[config.mk]
export PLATFORM = sky130hd
export DESIGN_NAME = stream_fifo
export DESIGN_NICKNAME = d
export VERILOG_FILES = /design/src/common/mm_ctrl_pkg.sv /design/src/hdl/stream_fifo.sv
export SDC_FILE = /design/constraint.sdc
export NUM_CORES = 1
export LEC_CHECK = 0
export BUFFER_PORTS_ARGS = -buffer_cell sky130_fd_sc_hd__buf_2
export CAP_MARGIN = 15
export CORE_UTILIZATION = 28
export DETAILED_ROUTE_END_ITERATION = 12
export GPL_TIMING_DRIVEN = 0
export SLEW_MARGIN = 5
export SYNTH_ARGS = -nofsm -noshare
export SYNTH_HDL_FRONTEND = slang
export SYNTH_SLANG_ARGS = --single-unit
[constraint.sdc]
create_clock -name aclk -period 7.25 [get_ports aclk]
set_input_delay 1.45 -clock aclk [delete_from_list [all_inputs] [get_ports aclk]]
set_output_delay 1.45 -clock aclk [all_outputs]
set_load 0.01 [all_outputs]
[src/common/mm_ctrl_pkg.sv]
// Control state enum, index and FIFO count types, FIFO depths, MAC pipeline latency
`default_nettype none

package mm_ctrl_pkg;

    localparam int IN_FIFO_DEPTH  = 8;   // fifo_i and fifo_w
    localparam int OUT_FIFO_DEPTH = 8;
    localparam int MAC_LATENCY    = 2;   // Issue edge to push edge

    typedef enum logic [1:0] {
        ST_IDLE    = 2'd0,               // Wait for a full matrix in both FIFOs
        ST_LOAD    = 2'd1,               // Copy four weight rows
        ST_COMPUTE = 2'd2                // Issue four input rows
    } mm_state_e;

    // Row or beat index within one matrix
    typedef logic [1:0] idx_t;

    // Occupancy 0..8
    typedef logic [3:0] fifo_count_t;

endpackage

`default_nettype wire

[src/hdl/stream_fifo.sv]
// Synchronous show-ahead FIFO with valid/ready ports and occupancy count
`default_nettype none
`timescale 1ns/1ps

module stream_fifo #(
    parameter int WIDTH = 64,
    parameter int DEPTH = 8
) (
    input  wire                       aclk,
    input  wire                       aresetn,
    input  wire [WIDTH-1:0]           in_data,
    input  wire                       in_valid,
    output logic                      in_ready,
    output logic [WIDTH-1:0]          out_data,
    output logic                      out_valid,
    input  wire                       out_ready,
    output mm_ctrl_pkg::fifo_count_t  count
);
    import mm_ctrl_pkg::*;

    logic [WIDTH-1:0]         mem [DEPTH];
    logic [$clog2(DEPTH)-1:0] wr_ptr;
    logic [$clog2(DEPTH)-1:0] rd_ptr;
    logic                     push;
    logic                     pop;

    assign in_ready  = (count != fifo_count_t'(DEPTH)); // Not full
    assign out_valid = (count != '0);
    assign out_data  = mem[rd_ptr];                     // Head shown ahead
    assign push      = in_valid && in_ready;
    assign pop       = out_valid && out_ready;

    always_ff @(posedge aclk)
    begin
        if (push)
            mem[wr_ptr] <= in_data;
    end

    always_ff @(posedge aclk)
    begin
        if (!aresetn)
        begin
            wr_ptr <= '0;
            rd_ptr <= '0;
            count  <= '0;
        end
        else
        begin
            if (push)
                wr_ptr <= wr_ptr + 1'b1;                // Wraps since DEPTH is a power of two
            if (pop)
                rd_ptr <= rd_ptr + 1'b1;
            case ({push, pop})
                2'b10:   count <= count + 1'b1;
                2'b01:   count <= count - 1'b1;
                default: count <= count;                // Idle or push with pop
            endcase
        end
    end

endmodule

`default_nettype wire

==> impl_metrics.env <==
export IMPL_status="finished, final reports clean"
export IMPL_ios=138
export IMPL_grt_pass1_vias=9513
export IMPL_cts_htree_levels=2
export IMPL_maxSlewViolCount=0
export IMPL_synth_compound_area_share_pct=0.290
export IMPL_vdd_drop_max_v=0.000164
export IMPL_finalHoldViolCount=0
export IMPL_grt_start_max_net_pins=22
export IMPL_crit_path_end="out_data[16]"
export IMPL_grt_pass1_wl_um=62600
export IMPL_drc=0
export IMPL_postSynth_asyncResetShare_pct=0
export IMPL_fill_cells=6585
export IMPL_ctsResizeCount=0
export IMPL_gpl_final_weighted_congestion=0.676
export IMPL_dp_cells=1928
export IMPL_cp_start_kind="register"
export IMPL_start_util_pct=28.3
export IMPL_rrSetupSlack_ns=4.53
export IMPL_tightest_slew_ns=1.05
export IMPL_end_kind="primary output"
export IMPL_r2r_end="mem[6][12]$_DFFE_PP_"
export IMPL_final_cell_mix="512 x edfxtp_1, 140 x buf_2, 128 x mux4_2, 64 x mux2_2, 57 x clkbuf_16"
export IMPL_vias_per_cell=4.41
export IMPL_crit_fanout=10
export IMPL_criticalPathCategory="register to primary output"
export IMPL_synth_top_family_by_area="multiplexers"
export IMPL_wl_um=42300
export IMPL_grt_ovfl_total=0
export IMPL_synthToLayoutAreaGrowth_pct=21.5
export IMPL_synth_fa_ha_area_share_pct=0.315
export IMPL_dieHeight_um=268
export IMPL_max_freq_ghz=0.227
export IMPL_drtAntennaViolNets=0
export IMPL_final_common_cell="edfxtp_1"
export IMPL_synthXorXnorAreaFrac_pct=0.264
export IMPL_avgRoutedWirePerCell_um=20.9
export IMPL_synth_edf_count=512
export IMPL_final_setup_viol_count=0
export IMPL_cts_sinks=525
export IMPL_p_leak_nw=7.62
export IMPL_cts_hold_buf=0
export IMPL_nets=1117
export IMPL_syn_cell_area_mm2=0.0199
export IMPL_critical_path_required_ns=5.80
export IMPL_dieArea_mm2=0.0721
export IMPL_antenna_found_initial=7
export IMPL_layout_drive_gt1_share_pct=43.3
export IMPL_die_x_um=268
export IMPL_ys_flop_type="edfxtp_1"
export IMPL_period_needed_ns=4.41
export IMPL_synth_seq_area_share_pct=78.7
export IMPL_cts_root_buf="clkbuf_16"
export IMPL_tritoncts="done"
export IMPL_hold_depth=2
export IMPL_p_per_area_mw_per_mm2=319
export IMPL_syn_avg_cell_area_um2=24.4
export IMPL_period_share_pct=60.9
export IMPL_synth_distinct_cells=32
export IMPL_design_core_area_mm2=0.0701
export IMPL_synthSimpleGateAreaFrac_pct=1.00
export IMPL_rows=97
export IMPL_yosys_area_top_type_share_pct=77.3
export IMPL_firstDrtPassIters=4
export IMPL_skew_ns=0.00807
export IMPL_hold_path_class="register to register"
export IMPL_max_cap_violations=0
export IMPL_hpwl_um=27700
export IMPL_yosys_warnings=0
export IMPL_maxSlewHeadroom_pct=29.8
export IMPL_drtIter0Drc=560
export IMPL_syn_num_nets=888
export IMPL_synth_cells=815
export IMPL_clkLatencyLatePin_ns=0.58
export IMPL_cts_buffer_depth=3
export IMPL_crit_arrival_ns=2.96
export IMPL_instances_no_fill=2028
export IMPL_vias=8943
export IMPL_track_usage_pct=11.9
export IMPL_worstRegToRegCells=7
export IMPL_cts_clk_slew_worst_paths_ns=0.06
export IMPL_rsz0062_at_grt="false"
export IMPL_cts_buffers=54
export IMPL_yosysTopAreaCell="edfxtp_1"
export IMPL_worstReg2RegStart="count[1]$_SDFFE_PN0P_"
export IMPL_port_buffer_count=137
export IMPL_synth_seq_cells=525
export IMPL_setup_tns_ns=0
export IMPL_synthMuxAreaShare_pct=18.2
export IMPL_synth_area_top_cells="edfxtp_1 77%, mux4_2 15%, mux2_2 3.6%"
export IMPL_post_cts_buffers=0
==> cells in the mapped netlist (3+ instances only) <==
cell type	count
dfxtp_1	13
buf_2	3
mux2_2	64
mux4_2	128
clkbuf_1	11
nand2b_1	3
ha_1	5
buf_6	12
o21ai_0	3
a21boi_0	4
and2_1	5
nor2_1	6
nand2_1	8
nand3_1	5
buf_1	9
xnor2_1	4
edfxtp_1	512
==> critical path: stages (launching register included) <==
cell and delay [ns]:
dfxtp_1 0.31, buf_1 0.78, clkbuf_1 0.70, mux2_2 0.44
buf_2 0.15
==> kinds of logic (layout without fill, tap and decap cells) <==
family	count (synthesis)	after routing
xor+xnor	6	6
simple gates	37	37
fa+ha+maj	5	5
buf+inv	39	311
other cells	0	1
flops	525	525
compound gates	9	9
mux	194	194
==> layer usage <==
layer  wire (um)  global-route usage (%)
met2       20300                    19.1
met3        2440                    3.38
met5          92                       0
met4         722                    2.98
met1       18800                    16.0
==> report_power, final <==
group	total [mW]	leakage, nW	internal [mW]	switching, mW
Sequential	3.51	4.76	3.47	0.0393
Clock	2.76	0.861	1.64	1.12
Combinational	1.44	2.00	0.729	0.710
Total	7.71	7.62	5.83	1.87
==> stage by stage <==
| step | power (mW) | setup slack (ns) | util (%) | instance area [um^2] | hold slack [ns] |
|---|---|---|---|---|---|
| 2_1_floorplan | 4.54 | 0.465 | - | 19900 | 0.467 |
| 3_3_place_gp | 5.04 | -4.98 | 31.0 | 21700 | 0.479 |
| 3_5_place_dp | 5.06 | 3.27 | 31.9 | 22400 | 0.488 |
| 4_1_cts | 7.85 | 2.62 | 34.4 | 24200 | 0.506 |
| 5_1_grt | 8.04 | 2.55 | 34.4 | 24200 | 0.550 |
| 6_report | 7.71 | 2.84 | 34.4 | 24200 | 0.504 |
==> sequential cells by signal (all words and copies together), names as in the netlist, named ones only <==
signal,flops
count,4
mem,512
wr_ptr,3
rd_ptr,3
==> how the worst min path moves through the flow <==
| stage | slack [ns] | to | from |
|---|---|---|---|
| detailed placement | 0.49 | count[3]$_SDFFE_PN0P_ | count[3]$_SDFFE_PN0P_ |
| CTS | 0.51 | count[3]$_SDFFE_PN0P_ | count[3]$_SDFFE_PN0P_ |
| finish | 0.50 | count[3]$_SDFFE_PN0P_ | count[3]$_SDFFE_PN0P_ |
| global placement | 0.48 | wr_ptr[0]$_SDFFE_PN0P_ | wr_ptr[0]$_SDFFE_PN0P_ |
| global route | 0.55 | count[3]$_SDFFE_PN0P_ | count[3]$_SDFFE_PN0P_ |
| floorplan | 0.47 | register | rd_ptr[1]$_SDFFE_PN0P_ |
==> cell type report <==
cell class	instances	area, um^2	area share (%)
Buffer	38	245	1.02
Inverter	1	3.75	0.0155
Antenna cell	1	2.50	0.0104
Sequential cell	525	15600	64.7
Clock inverter	36	334	1.38
Multi-Input combinational cell	251	4050	16.8
Tap cell	940	1180	4.87
Timing Repair Buffer	173	1260	5.23
Clock buffer	63	1450	6.00
Note: power is estimated with default switching activity, not from simulation.
