### src/common/mm_data_pkg.sv
// Matrix dimensions, Q8.8 element, row and weight matrix types, accumulator limits
`default_nettype none

package mm_data_pkg;

    localparam int DIM       = 4;                    // Rows, columns and inner dimension
    localparam int ELEM_W    = 16;
    localparam int FRAC_BITS = 8;                    // Q8.8
    localparam int ROW_W     = DIM * ELEM_W;         // One stream beat
    localparam int PROD_W    = 2 * ELEM_W;           // Full width product
    localparam int ACC_W     = PROD_W + $clog2(DIM); // Sum of DIM products, no overflow
    localparam int ELEM_MAX  = 32767;                // Saturation limits of elem_t
    localparam int ELEM_MIN  = -32768;

    typedef logic signed [ELEM_W-1:0] elem_t;

    // Element k sits at bits 16k+15 down to 16k
    typedef elem_t [DIM-1:0] row_t;

    // Row j of W sits at bits 64j+63 down to 64j
    typedef row_t [DIM-1:0] wmat_t;

    typedef logic signed [PROD_W-1:0] prod_t;
    typedef logic signed [ACC_W-1:0]  acc_t;

endpackage

`default_nettype wire

### src/common/mm_ctrl_pkg.sv
// Control state enum, index and FIFO count types, FIFO depths, MAC pipeline latency
`default_nettype none

package mm_ctrl_pkg;

    localparam int IN_FIFO_DEPTH  = 8;   // fifo_i and fifo_w
    localparam int OUT_FIFO_DEPTH = 8;
    localparam int MAC_LATENCY    = 2;   // Issue edge to push edge

    typedef enum logic [1:0] {
        ST_IDLE    = 2'd0,               // Wait for a full matrix in both FIFOs
        ST_LOAD    = 2'd1,               // Copy four weight rows
        ST_COMPUTE = 2'd2                // Issue four input rows
    } mm_state_e;

    // Row or beat index within one matrix
    typedef logic [1:0] idx_t;

    // Occupancy 0..8
    typedef logic [3:0] fifo_count_t;

endpackage

`default_nettype wire

### src/hdl/mm_ctrl_fsm.sv
// Control FSM for weight loading and row issue, driven by FIFO occupancy
`default_nettype none
`timescale 1ns/1ps

module mm_ctrl_fsm (
    input  wire                       aclk,
    input  wire                       aresetn,
    input  wire mm_ctrl_pkg::fifo_count_t in_count,
    input  wire mm_ctrl_pkg::fifo_count_t w_count,
    input  wire mm_ctrl_pkg::fifo_count_t out_count,
    input  wire                       cnt_last,
    output logic                      cnt_step,
    output logic                      load_en,
    output logic                      issue,
    output logic                      issue_last
);
    import mm_data_pkg::*;
    import mm_ctrl_pkg::*;

    mm_state_e state;
    mm_state_e state_next;
    logic      data_ready;
    logic      space_ok;

    // A whole matrix of A and of W is buffered
    assign data_ready = (in_count >= fifo_count_t'(DIM)) && (w_count >= fifo_count_t'(DIM));

    // Room for this row plus the rows still in the MAC pipeline
    assign space_ok = (out_count <= fifo_count_t'(OUT_FIFO_DEPTH - MAC_LATENCY - 1));

    assign load_en    = (state == ST_LOAD);              // Pops fifo_w
    assign issue      = (state == ST_COMPUTE) && space_ok; // Pops fifo_i
    assign issue_last = issue && cnt_last;
    assign cnt_step   = load_en || issue;

    always_ff @(posedge aclk)
    begin
        if (!aresetn)
            state <= ST_IDLE;
        else
            state <= state_next;
    end

    always_comb
    begin
        state_next = state;
        case (state)
            ST_IDLE:
            begin
                if (data_ready)
                    state_next = ST_LOAD;
            end
            ST_LOAD:
            begin
                if (cnt_last)                            // Fourth weight row
                    state_next = ST_COMPUTE;
            end
            ST_COMPUTE:
            begin
                if (issue_last)
                    state_next = ST_IDLE;                // Rows may still be in flight
            end
            default:
            begin
                state_next = ST_IDLE;
            end
        endcase
    end

endmodule

`default_nettype wire

### config.mk
export PLATFORM = sky130hd
export DESIGN_NAME = mm_ctrl_fsm
export DESIGN_NICKNAME = d
export VERILOG_FILES = /design/src/common/mm_data_pkg.sv /design/src/common/mm_ctrl_pkg.sv /design/src/hdl/mm_ctrl_fsm.sv
export SDC_FILE = /design/constraint.sdc
export NUM_CORES = 1
export LEC_CHECK = 0
export BUFFER_PORTS_ARGS = -buffer_cell sky130_fd_sc_hd__buf_2
export CAP_MARGIN = 20
export CORE_AREA = 2 2 39 41
export DETAILED_ROUTE_END_ITERATION = 12
export DIE_AREA = 0 0 41 43
export GPL_ROUTABILITY_DRIVEN = 1
export PLACE_DENSITY_LB_ADDON = 0.12
export SLEW_MARGIN = 15
export SYNTH_ARGS = -nofsm -noshare
export SYNTH_HDL_FRONTEND = slang
export SYNTH_SLANG_ARGS = --single-unit
export TNS_END_PERCENT = 20
### constraint.sdc
create_clock -name aclk -period 1.4 [get_ports aclk]
set_input_delay 0.35 -clock aclk [delete_from_list [all_inputs] [get_ports aclk]]
set_output_delay 0.35 -clock aclk [all_outputs]
set_load 0.02 [all_outputs]
==> run_results.csv <==
group,metric,value,unit
sta,post-route-period-util,107,%
cts,path_clk_slew,30,ps
route,drtAntennaViolNets,0,
synthesis,synth_warnings,0,
sta,finalHoldViolations,0,
setup_path,r2r-end,"state[0]",
setup_path,endpoint_kind,"primary output",
setup_path,cp_slowest_cell,"dfxtp_2",
synthesis,yosysSeqAreaShare,28.1,%
setup_path,r2r-start,"state[0]",
cts,cts_hold_buf,0,
route,routedWlPerCell,9.00,um
run_status,outcome,"finished with violations",
placed_design,place.gp.congestion,0.617,
synthesis,synth.distinct_cells,11,
placed_design,pre_cts_ws,-50.2,ps
synthesis,synthAdderAreaFrac,0,%
synthesis,synth_largest_area_cell,"dfxtp_1",
power_and_ir_drop,design_power_total,0.262,mW
cts,root_buffer,"clkbuf_4",
setup_path,worstSetupPathType,"flop to primary output",
setup_path,regToRegSetupSlack,470,ps
setup_path,cp-startpoint,"state[1]",
synthesis,netlist_area,143,sq um
layout,diodes,0,
synthesis,syn_avg_cell_area,10.2,sq um
global_routing,grt_pass1_wl,545,um
synthesis,synth_top_area_share,28.1,%
power_and_ir_drop,powerDensity,973,mW/mm^2
sta,layout_min_cycle_time,1500,ps
synthesis,yosys-top-cells-area,"dfxtp_1, nor2b_4, and3_1, nor3b_2, mux2_1",
layout,final_cell_mix,"buf_2, clkbuf_4",
sta,rsz0062_at_grt,"yes",
die,die_w,41,um
route,dr.first_iter.drc_count,0,
worst_hold_path,hp-class,"input port to flop",
synthesis,synth-seq-cells,2,
layout,largest_register_ffs,2,
synthesis,synth_top_family_by_area,"simple AND/OR/NAND/NOR gates",
die,die_area,0.00176,sq mm
die,fp.dieH,43,um
layout,regMostFlops,"state",
placed_design,io_buffers,13,
sta,fmax,665,MHz
power_and_ir_drop,ir_drop,0.373,mV
layout,final_nets,48,
sta,tightest_slew,225,ps
sta,maxSlewViolCount,0,
layout,largestRegisters,"state: 2 flops",
die,row_count,14,
power_and_ir_drop,leakage,0.139,nW
sta,maxSlewHeadroom,85.0,%
synthesis,synth-compound-area-share,14.0,%
synthesis,yosys.area_share.simple,50.0,%
setup_path,cp-start-kind,"flop",
die,ios,19,
setup_path,critPathMaxFanout,3,
cts,cts_tree,"yes",
placed_design,dp_cells,44,
cts,post_cts_buffers,0,
run_status,violations,"negative setup slack",
die,initial_core_util,10.3,%
synthesis,synth_xor_area_share,0,%
route,drc,0,
layout,final_common_cell,"buf_2",
sta,setup_viol,1,
route,wl,423,um
synthesis,synthesis.instances,14,
cts,numCtsBuffers,3,
synthesis,postSynthNetCount,29,
setup_path,reg2reg_depth,2,
layout,drive_above_1_share,74.2,%
route,firstDrtPassIters,1,
setup_path,endpoint,"cnt_step",
setup_path,crit_chain,"nor2b_4 -> and2_4 -> or2_1 -> buf_6",
cts,htree_levels,1,
route,vias,159,
setup_path,cp_data_required_time,1050,ps
sta,setup_ws,-104,ps
global_routing,grt_max_degree,5,
layout,final_cell_count_no_fill,47,
global_routing,grt_pass1_vias,153,
route,vias_per_cell,3.38,
cts,clockBufferDepth,2,
layout,final_util,19.4,%
flow_run,maxCapViolations,0,
setup_path,cpPeakStageDelay,330,ps
global_routing,antenna_found_initial,0,
global_routing,track_usage,5.11,%
layout,area_growth,88.6,%
synthesis,synthMuxAreaShare,7.89,%
sta,clock_skew,2.49,ps
die,design.core.area,0.00138,sq mm
cts,clock_sinks,2,
global_routing,grt-ovfl-total,0,
cts,clkLatencyLatePin,220,ps
setup_path,cp.arrival,1150,ps
how the worst min path moves through the flow:
stage,from,to,slack [ps],cells after the start
global route,aresetn,state[1],380,2
CTS,aresetn,state[1],380,2
global placement,state[1],state[0],510,1
detailed placement,state[1],state[0],520,1
finish,aresetn,state[1],380,2
floorplan,aresetn,state[1],480,1
report_power, final:
part	internal, mW	leakage, nW	switching, mW	total [mW]
sequential	0.0633	0.0172	0.00648	0.0698
clock	0.0946	0.0138	0.0330	0.128
combinational	0.0373	0.108	0.0271	0.0643
kinds of logic (layout without fill, tap and decap cells):
kind of cell,count (synthesis),in the layout
DFF,2,2
muxes,1,1
buffers and inverters,0,17
and+or+nand+nor,8,8
AOI/OAI and AO/OA,3,3
worst max-delay path, delay by kind of cell, from the launching register on:
kind | cells | cell delay, ps
flops | 1 | 330
simple gates | 3 | 470
buf+inv | 1 | 130
per-layer routing:
layer | track usage, % | vias to the layer above | share of wire, %
li1 | - | 87 | -
met4 | 8.00 | 0 | 0
met2 | 6.56 | 10 | 44
met5 | 0 | - | 0
met1 | 4.79 | 62 | 41
met3 | 1.57 | 0 | 14
stage by stage:
step | area (sq um) | setup TNS (ps) | hold WS [ps]
floorplan | 143 | 0 | 484
global placement | 235 | -10.8 | 506
detailed placement | 235 | -50.2 | 517
CTS | 269 | -122 | 375
global route | 269 | -224 | 383
finish | 269 | -104 | 384
cell type report:
class / count / area, sq um
Fill cell: 153 / 1110
Multi-Input combinational cell: 12 / 103
Timing Repair Buffer: 14 / 81.3
Sequential cell: 2 / 42.5
Clock buffer: 3 / 22.5
Tap cell: 16 / 20.0
repair_timing:
item | 4_1_cts | 5_1_grt
endpoints found under the hold margin | 0 | 0
gates resized for setup | 5 | 0
setup endpoints to repair | 3 | 3
synthesized netlist by cell type:
master / instances
a21oi_1: 1
a31o_1: 1
and2_4: 1
and3_1: 2
dfxtp_1: 2
mux2_1: 1
nand2_1: 1
nor2b_4: 2
nor3b_2: 1
o22ai_1: 1
or2_1: 1
Note: power is estimated with default switching activity, not from simulation.
