**src/common/mm_data_pkg.sv**
```systemverilog
// Matrix dimensions, Q8.8 element, row and weight matrix types, accumulator limits
`default_nettype none

package mm_data_pkg;

    localparam int DIM       = 4;                    // Rows, columns and inner dimension
    localparam int ELEM_W    = 16;
    localparam int FRAC_BITS = 8;                    // Q8.8
    localparam int ROW_W     = DIM * ELEM_W;         // One stream beat
    localparam int PROD_W    = 2 * ELEM_W;           // Full width product
    localparam int ACC_W     = PROD_W + $clog2(DIM); // Sum of DIM products, no overflow
    localparam int ELEM_MAX  = 32767;                // Saturation limits of elem_t
    localparam int ELEM_MIN  = -32768;

    typedef logic signed [ELEM_W-1:0] elem_t;

    // Element k sits at bits 16k+15 down to 16k
    typedef elem_t [DIM-1:0] row_t;

    // Row j of W sits at bits 64j+63 down to 64j
    typedef row_t [DIM-1:0] wmat_t;

    typedef logic signed [PROD_W-1:0] prod_t;
    typedef logic signed [ACC_W-1:0]  acc_t;

endpackage

`default_nettype wire

```
**src/common/mm_ctrl_pkg.sv**
```systemverilog
// Control state enum, index and FIFO count types, FIFO depths, MAC pipeline latency
`default_nettype none

package mm_ctrl_pkg;

    localparam int IN_FIFO_DEPTH  = 8;   // fifo_i and fifo_w
    localparam int OUT_FIFO_DEPTH = 8;
    localparam int MAC_LATENCY    = 2;   // Issue edge to push edge

    typedef enum logic [1:0] {
        ST_IDLE    = 2'd0,               // Wait for a full matrix in both FIFOs
        ST_LOAD    = 2'd1,               // Copy four weight rows
        ST_COMPUTE = 2'd2                // Issue four input rows
    } mm_state_e;

    // Row or beat index within one matrix
    typedef logic [1:0] idx_t;

    // Occupancy 0..8
    typedef logic [3:0] fifo_count_t;

endpackage

`default_nettype wire

```
**src/matmul/weight_store.sv**
```systemverilog
// Four-row weight register file, written by index and read in parallel
`default_nettype none
`timescale 1ns/1ps

module weight_store (
    input  wire                      aclk,
    input  wire                      aresetn,
    input  wire                      wr_en,
    input  wire mm_ctrl_pkg::idx_t   wr_idx,
    input  wire mm_data_pkg::row_t   wr_row,
    output mm_data_pkg::wmat_t       weights
);

    // Every row is visible at once, so all four columns of C form in one pass
    always_ff @(posedge aclk)
    begin
        if (!aresetn)
            weights <= '0;
        else if (wr_en)
            weights[wr_idx] <= wr_row; // Row j of W
    end

endmodule

`default_nettype wire

```
**config.mk**
```make
export PLATFORM = sky130hd
export DESIGN_NAME = weight_store
export DESIGN_NICKNAME = d
export VERILOG_FILES = /design/src/common/mm_data_pkg.sv /design/src/common/mm_ctrl_pkg.sv /design/src/matmul/weight_store.sv
export SDC_FILE = /design/constraint.sdc
export NUM_CORES = 1
export LEC_CHECK = 0
export BUFFER_PORTS_ARGS = -buffer_cell sky130_fd_sc_hd__buf_2
export CELL_PAD_IN_SITES_DETAIL_PLACEMENT = 0
export CELL_PAD_IN_SITES_GLOBAL_PLACEMENT = 1
export CORE_UTILIZATION = 30
export CTS_CLUSTER_SIZE = 28
export DETAILED_ROUTE_END_ITERATION = 7
export PLACE_DENSITY_LB_ADDON = 0.1
export SETUP_SLACK_MARGIN = 0.02
export SLEW_MARGIN = 20
export SYNTH_ARGS = -nofsm -noshare
export SYNTH_HDL_FRONTEND = slang
export SYNTH_SLANG_ARGS = --single-unit
```
**constraint.sdc**
```tcl
create_clock -name aclk -period 0.95 [get_ports aclk]
set_input_delay 0.0475 -clock aclk [delete_from_list [all_inputs] [get_ports aclk]]
set_output_delay 0.0475 -clock aclk [all_outputs]
set_load 0.03 [all_outputs]
```
==> results by group, run 1 <==
Outcome
  • Status: finished with violations
  • Failing checks: setup timing

Worst setup path
  • Slowest stage delay, CP: 0.35 ns
  • CP delay by family, top: flip-flops
  • CP required: 0.90 ns
  • Crit-path cells: buf_6
  • Crit path launch type: register
  • WP buf/inv: 1
  • CP Capture Type: primary output
  • Crit path max fanout: 2
  • WP data arrival: about 1.0 ns
  • Slowest CP cell: dfxtp_2
  • Kind of critical path: reg2out

Synth
  • Share of the synthesized area in the top cell type: a little over half
  • Post-Synth Adder-Cell Area: 0%
  • Area leader, netlist: dfxtp_1
  • Cell Area, Synth: roughly 9600 sq um
  • Synthesized area per cell: about 11 sq um
  • Ys Warns: 0
  • Synth top area cells: dfxtp_1 54%, mux2i_1 27%, nand2_1 13%
  • Largest family of logic cells by synthesized area: multiplexers
  • Yosys cell types: 12
  • Mapped Nets: ~970
  • Synth Area in Simple Gates: around 13%
  • Syn Inst Count: 900
  • #FFs+latches synth: between 200 and 300
  • Post-Synth XOR/XNOR Area: 0%
  • Mux contribution to synthesized area: between 20% and 30%
  • Compound-cell area share of the yosys netlist: 0%
  • Post-synthesis sequential area ratio: between 50% and 60%

Timing
  • Fin worst setup slack: -0.1220 ns
  • Final setup fails: about 260
  • Final worst path period share: 112.8%
  • Crit path time final: around 1.1 ns
  • Rel. slew slack: slightly below 80%
  • Setup Skew: 0 ns
  • Final hold violations: 0
  • Worst hold slack: 0.01150 ns
  • Worst-margin pin slew: 0.3089 ns
  • RSZ-0062 raised after global routing: yes
  • Fin. max-slew vios: 0
  • Sum Neg Setup Slack: -25.53 ns
  • Fmax: between 900 and 1000 MHz

Finish
  • Fillers: ~2900
  • Register Area: about 5400 sq um
  • Largest Register: weights
  • Commonest non-fill, non-tap cell in the layout: nand2_1
  • Multi-input logic area: 3815 sq um
  • Largest registers: weights (256)
  • Max FFs per register: roughly 260
  • Antenna fix cells: 0
  • Most frequent cells in the layout: 320 x nand2_1, 256 x mux2i_1, 256 x buf_6, 256 x dfxtp_2, 96 x buf_4
  • Fraction of layout cells with a size suffix above 1: a little over half
  • Layout area overhead: 66.58%
  • Final nets: 1456

CTS
  • Clock buffer count from CTS: 30
  • Clock buffer depth: 3
  • Skew-Pair Late Insertion Delay: about 0.54 ns
  • CTS tree: yes
  • CTS Sinks: 256
  • Clk pin slew, worst setup/hold paths: approximately 0.060 ns
  • H-tree depth: 1
  • Root Driver: clkbuf_16

Power and ir drop
  • P_leak: 7.866 nW
  • Pwr dens: 1641 nW/um^2
  • VDD IR max: approximately 1.3 mV

Detailed routing
  • Via count: between 7000 and 8000
  • Average wire per standard cell: 16.55 um
  • DRT Pass-1 Iters: 4
  • Via density: ~4.4
  • Remaining DRCs: 0
  • Final ANT Viol Nets: 0
  • Wirelength, routed: approximately 30000 um
  • DRT iter0 DRCs: between 200 and 300

Floorplan
  • Io pins: 325
  • DIE AREA: roughly 33000 sq um
  • Die Y-Extent: between 150 and 200 um
  • Chip width: 180.4 um
  • Row count: between 60 and 70
  • Initial Util: a little under a third
  • Core footprint: 30990 sq um

Global routing
  • Vias in the first global route: a little over 8000
  • Antenna violations before repair: 0
  • All-Layer GR Usage: approximately 18%
  • First-pass GRT wire length: between 40000 and 50000 um
  • GRT Residual Overflow: 0
  • Largest net degree at the start of global routing: 34

Placed design
  • Post-Place Setup Slack: -0.1700 ns
  • Final HPWL DP: a little under 20000 um
  • Port-buffer cells: 324
  • Placer Congestion: between 0.7 and 0.8

Hold path
  • Class of the worst hold path: in2reg

Run
  • Max cap viols: 0
-- stage by stage --
stage	cell area, sq um	total power, mW	std cells	util, %
2_1_floorplan	9553	13.34	900	-
3_3_place_gp	11830	14.34	1616	38.17
3_5_place_dp	11830	14.35	1616	38.17
4_1_cts	15630	26.40	1767	50.43
5_1_grt	15910	27.17	1804	51.35
6_report	15910	26.11	1804	51.35
-- tightest hold or removal path, stage by stage --
cell and delay (ns):
buf_8 0.15, buf_12 0.18, nand2_1 0.07, mux2i_1 0.05
-- synth_stat cells --
library cell  number
nand2_1          320
nand3_1            1
nor3b_4            1
buf_4              1
buf_6              3
dfxtp_1          256
mux2i_1          256
buf_2             34
clkbuf_1           1
nand3b_1           2
buf_12             7
buf_8             18
-- path summary, 6_finish.rpt --
path / startpoint / slack [ns] / cells past startpoint / to
max: weights[194]$_SDFFE_PN0P_ / -0.12 / 1 / weights[194]
min: aresetn / 0.01 / 4 / weights[54]$_SDFFE_PN0P_
max reg2reg: weights[173]$_SDFFE_PN0P_ / 0.12 / 4 / weights[173]$_SDFFE_PN0P_
min reg2reg: weights[36]$_SDFFE_PN0P_ / 0.46 / 2 / weights[36]$_SDFFE_PN0P_
-- area by class of cell --
class	instances	share of cell area (%)
tap	396	3.114
multi-input combinational	580	23.97
timing repair buffer	519	32.69
clock inverter	5	0.1573
clock buffer	48	5.842
sequential	256	34.22
-- per-layer routing --
layer  part of all wire [%]  vias to the layer above  track usage (%)
met1                     45                     3710            22.95
li1                       -                     3942                -
met2                     47                      215            30.22
met3                    6.1                       38            4.547
met5                      0                        -                0
met4                    1.9                        0            4.479
-- what timing repair did --
| action | 4_1_cts | 5_1_grt |
|---|---|---|
| endpoints found under the setup margin | 256 | 315 |
| setup buffers | 24 | 37 |
| hold endpoints to repair | 256 | 5 |
| resized for setup | 768 | 3 |
| hold buffers | 74 | 1 |
-- where the power goes --
| group | leakage [nW] | switching, mW | internal (mW) |
|---|---|---|---|
| clock network | 0.476 | 4.42 | 6.62 |
| registers | 2.20 | 0.272 | 11.2 |
| logic | 5.19 | 1.90 | 1.70 |
-- kinds of logic after synthesis --
logic type	after synthesis
and+or+nand+nor	324
muxes	256
buffers and inverters	64
DFF	256
Power figures use the tool's default switching activity.
==> run 2, diff against run 1 <==
--- a/config.mk
+++ b/config.mk
@@ -9,6 +9,7 @@
 export CELL_PAD_IN_SITES_DETAIL_PLACEMENT = 0
 export CELL_PAD_IN_SITES_GLOBAL_PLACEMENT = 1
 export CORE_UTILIZATION = 30
+export CTS_BUF_LIST = sky130_fd_sc_hd__clkbuf_8 sky130_fd_sc_hd__clkbuf_16
 export CTS_CLUSTER_SIZE = 28
 export DETAILED_ROUTE_END_ITERATION = 7
 export PLACE_DENSITY_LB_ADDON = 0.1
==> results by group, run 2 (same netlist as run 1, synthesis figures left out) <==
Outcome
  • Status: finished with violations
  • Failing checks: setup timing

CTS
  • CTS Sinks: 256 (unchanged)
  • Clk pin slew, worst setup/hold paths: 0.06 ns (about the same)
  • Root Driver: clkbuf_16
  • Clock buffer count from CTS: 30 (unchanged)
  • Clock buffer depth: 3 (unchanged)
  • Skew-Pair Late Insertion Delay: 0.54 ns (about the same)
  • CTS tree: yes
  • H-tree depth: 1 (unchanged)

Hold path
  • Min-Delay Path Depth: 4 (unchanged)
  • Hold Path Sink: weights[11]$_SDFFE_PN0P_
  • Class of the worst hold path: in2reg
  • Min-delay src: aresetn

Finish
  • Layout area overhead: 66.99%
  • Commonest non-fill, non-tap cell in the layout: nand2_1
  • Final nets: 1460 (+0.27%)
  • Fin cells: 1808 (+0.22%)
  • Fraction of layout cells with a size suffix above 1: 52.97% (-0.15 points)
  • Post-layout util: 51.48% (+0.13 points)
  • Largest Register: weights
  • Max FFs per register: 256 (unchanged)
  • Largest registers: weights (256)
  • Most frequent cells in the layout: 320 x nand2_1, 256 x mux2i_1, 256 x buf_6, 256 x dfxtp_2, 96 x buf_4
  • Antenna fix cells: 0 (unchanged)

Floorplan
  • DIE AREA: 32560 sq um (unchanged)
  • Row count: 64 (unchanged)
  • Core footprint: 30990 sq um (unchanged)
  • Initial Util: 30.83% (unchanged)
  • Io pins: 325 (unchanged)
  • Chip width: 180.4 um (unchanged)
  • Die Y-Extent: 180.4 um (unchanged)

Worst setup path
  • Crit-path cells: buf_6
  • FF-to-FF End: weights[173]$_SDFFE_PN0P_
  • CP Capture Type: primary output
  • Crit path max fanout: 2 (unchanged)
  • Crit path launch type: register
  • Slowest stage delay, CP: 0.34 ns (about the same)
  • WP data arrival: 1.02 ns (about the same)
  • Slowest CP cell: dfxtp_2
  • Kind of critical path: reg2out
  • Worst R2R Start: weights[173]$_SDFFE_PN0P_
  • Worst reg2reg path depth: 4 (unchanged)
  • CP delay by family, top: flip-flops
  • R2r setup slk: 0.12 ns (about the same)
  • CP required: 0.90 ns (about the same)
  • WP buf/inv: 1 (unchanged)

Timing
  • Crit path time final: 1.071 ns (-0.001130 ns)
  • Fin. max-slew vios: 0 (unchanged)
  • Rel. slew slack: 80.22% (+0.89 points)
  • Final hold violations: 0 (unchanged)
  • Fin worst setup slack: -0.1209 ns (+0.001130 ns)
  • Final setup fails: 256 (unchanged)
  • Sum Neg Setup Slack: -25.54 ns (-0.01100 ns)
  • Setup Skew: 0 ns (unchanged)
  • Final worst path period share: 112.7% (-0.12 points)
  • Worst-margin pin slew: 0.2957 ns (-0.01323 ns)
  • RSZ-0062 raised after global routing: yes
  • Fmax: 933.8 MHz (+0.11%)

Detailed routing
  • Remaining DRCs: 0 (unchanged)
  • Via density: 4.387 (+0.11%)
  • DRT Pass-1 Iters: 4 (unchanged)
  • Wirelength, routed: 30000 um (+0.47%)
  • Via count: 7931 (+0.33%)
  • DRT iter0 DRCs: 281 (-0.71%)
  • Average wire per standard cell: 16.59 um (+0.24%)
  • Final ANT Viol Nets: 0 (unchanged)

Placed design
  • Placed cell count: 1616 (unchanged)
  • Port-buffer cells: 324 (unchanged)
  • Post-Place Setup Slack: -0.1700 ns (unchanged)
  • Final HPWL DP: 19850 um (unchanged)
  • Placer Congestion: 0.7606 (unchanged)

Run
  • Max cap viols: 0 (unchanged)

Power and ir drop
  • Pwr Total: 26.04 mW (-0.26%)
  • Pwr dens: 1632 nW/um^2 (-0.51%)
  • P_leak: 7.916 nW (+0.63%)
  • VDD IR max: 1.273 mV (-0.13%)

Global routing
  • Vias in the first global route: 8157 (+0.16%)
  • Antenna violations before repair: 0 (unchanged)
  • GRT Residual Overflow: 0 (unchanged)
  • First-pass GRT wire length: 46860 um (about the same)
  • Largest net degree at the start of global routing: 34 (unchanged)
  • All-Layer GR Usage: 17.99% (unchanged)
==> run 2: cell type report <==
cell class                 instances  area, sq um
clock buffer                      40        899.6
clock inverter                    13        55.05
fill                            2901        15040
multi-input combinational        580         3815
sequential                       256         5445
tap                              396        495.5
timing repair buffer             523         5243
==> run 2: metrics by stage <==
stage               hold WS [ns]  instance area [sq um]
CTS                    0.0008189                  15630
detailed placement        0.3811                  11830
finish                   0.02319                  15950
global placement          0.3828                  11830
floorplan                 0.2510                   9553
global route             0.02564                  15950
==> run 2: how the worst max path moves through the flow <==
stage	from	to	slack (ns)	depth (start not counted)
after floorplan	wr_idx[1]	weights[11]$_SDFFE_PN0P_	0.15	4
after global placement	wr_idx[1]	weights[0]$_SDFFE_PN0P_	-0.12	5
after detailed placement	wr_idx[1]	weights[11]$_SDFFE_PN0P_	-0.17	5
after CTS	weights[163]$_SDFFE_PN0P_	weights[163]	-0.16	1
after global routing	weights[163]$_SDFFE_PN0P_	weights[163]	-0.17	1
final	weights[239]$_SDFFE_PN0P_	weights[239]	-0.12	1
==> run 2: where the power goes <==
part           switching, mW  total [mW]  leakage [nW]  internal (mW)
clock network           4.42        11.0         0.509           6.53
logic                   1.91        3.62          5.21           1.71
registers              0.271        11.5          2.20           11.2
total                   6.60        26.0          7.92           19.4
==> run 2: worst register-to-register path: cells and delay by family, from the launching register on <==
family	cells	cell delay, ns
flops	1	0.33
buf+inv	2	0.24
mux	1	0.08
simple gates	1	0.06
==> run 2: routing by layer <==
layer	vias to the layer above	global-route usage, %	routed length [um]
met5	-	0	0
met4	0	4.479	589
met3	39	4.547	1804
met2	214	30.14	14110
met1	3729	23.01	13490
li1	3949	-	-
==> run 2: timing repair <==
item	CTS	global route
setup buffers	24	37
hold endpoints to repair	256	2
setup endpoints to repair	256	311
gates resized for setup	768	3
hold buffers	74	5
gates cloned	0	0
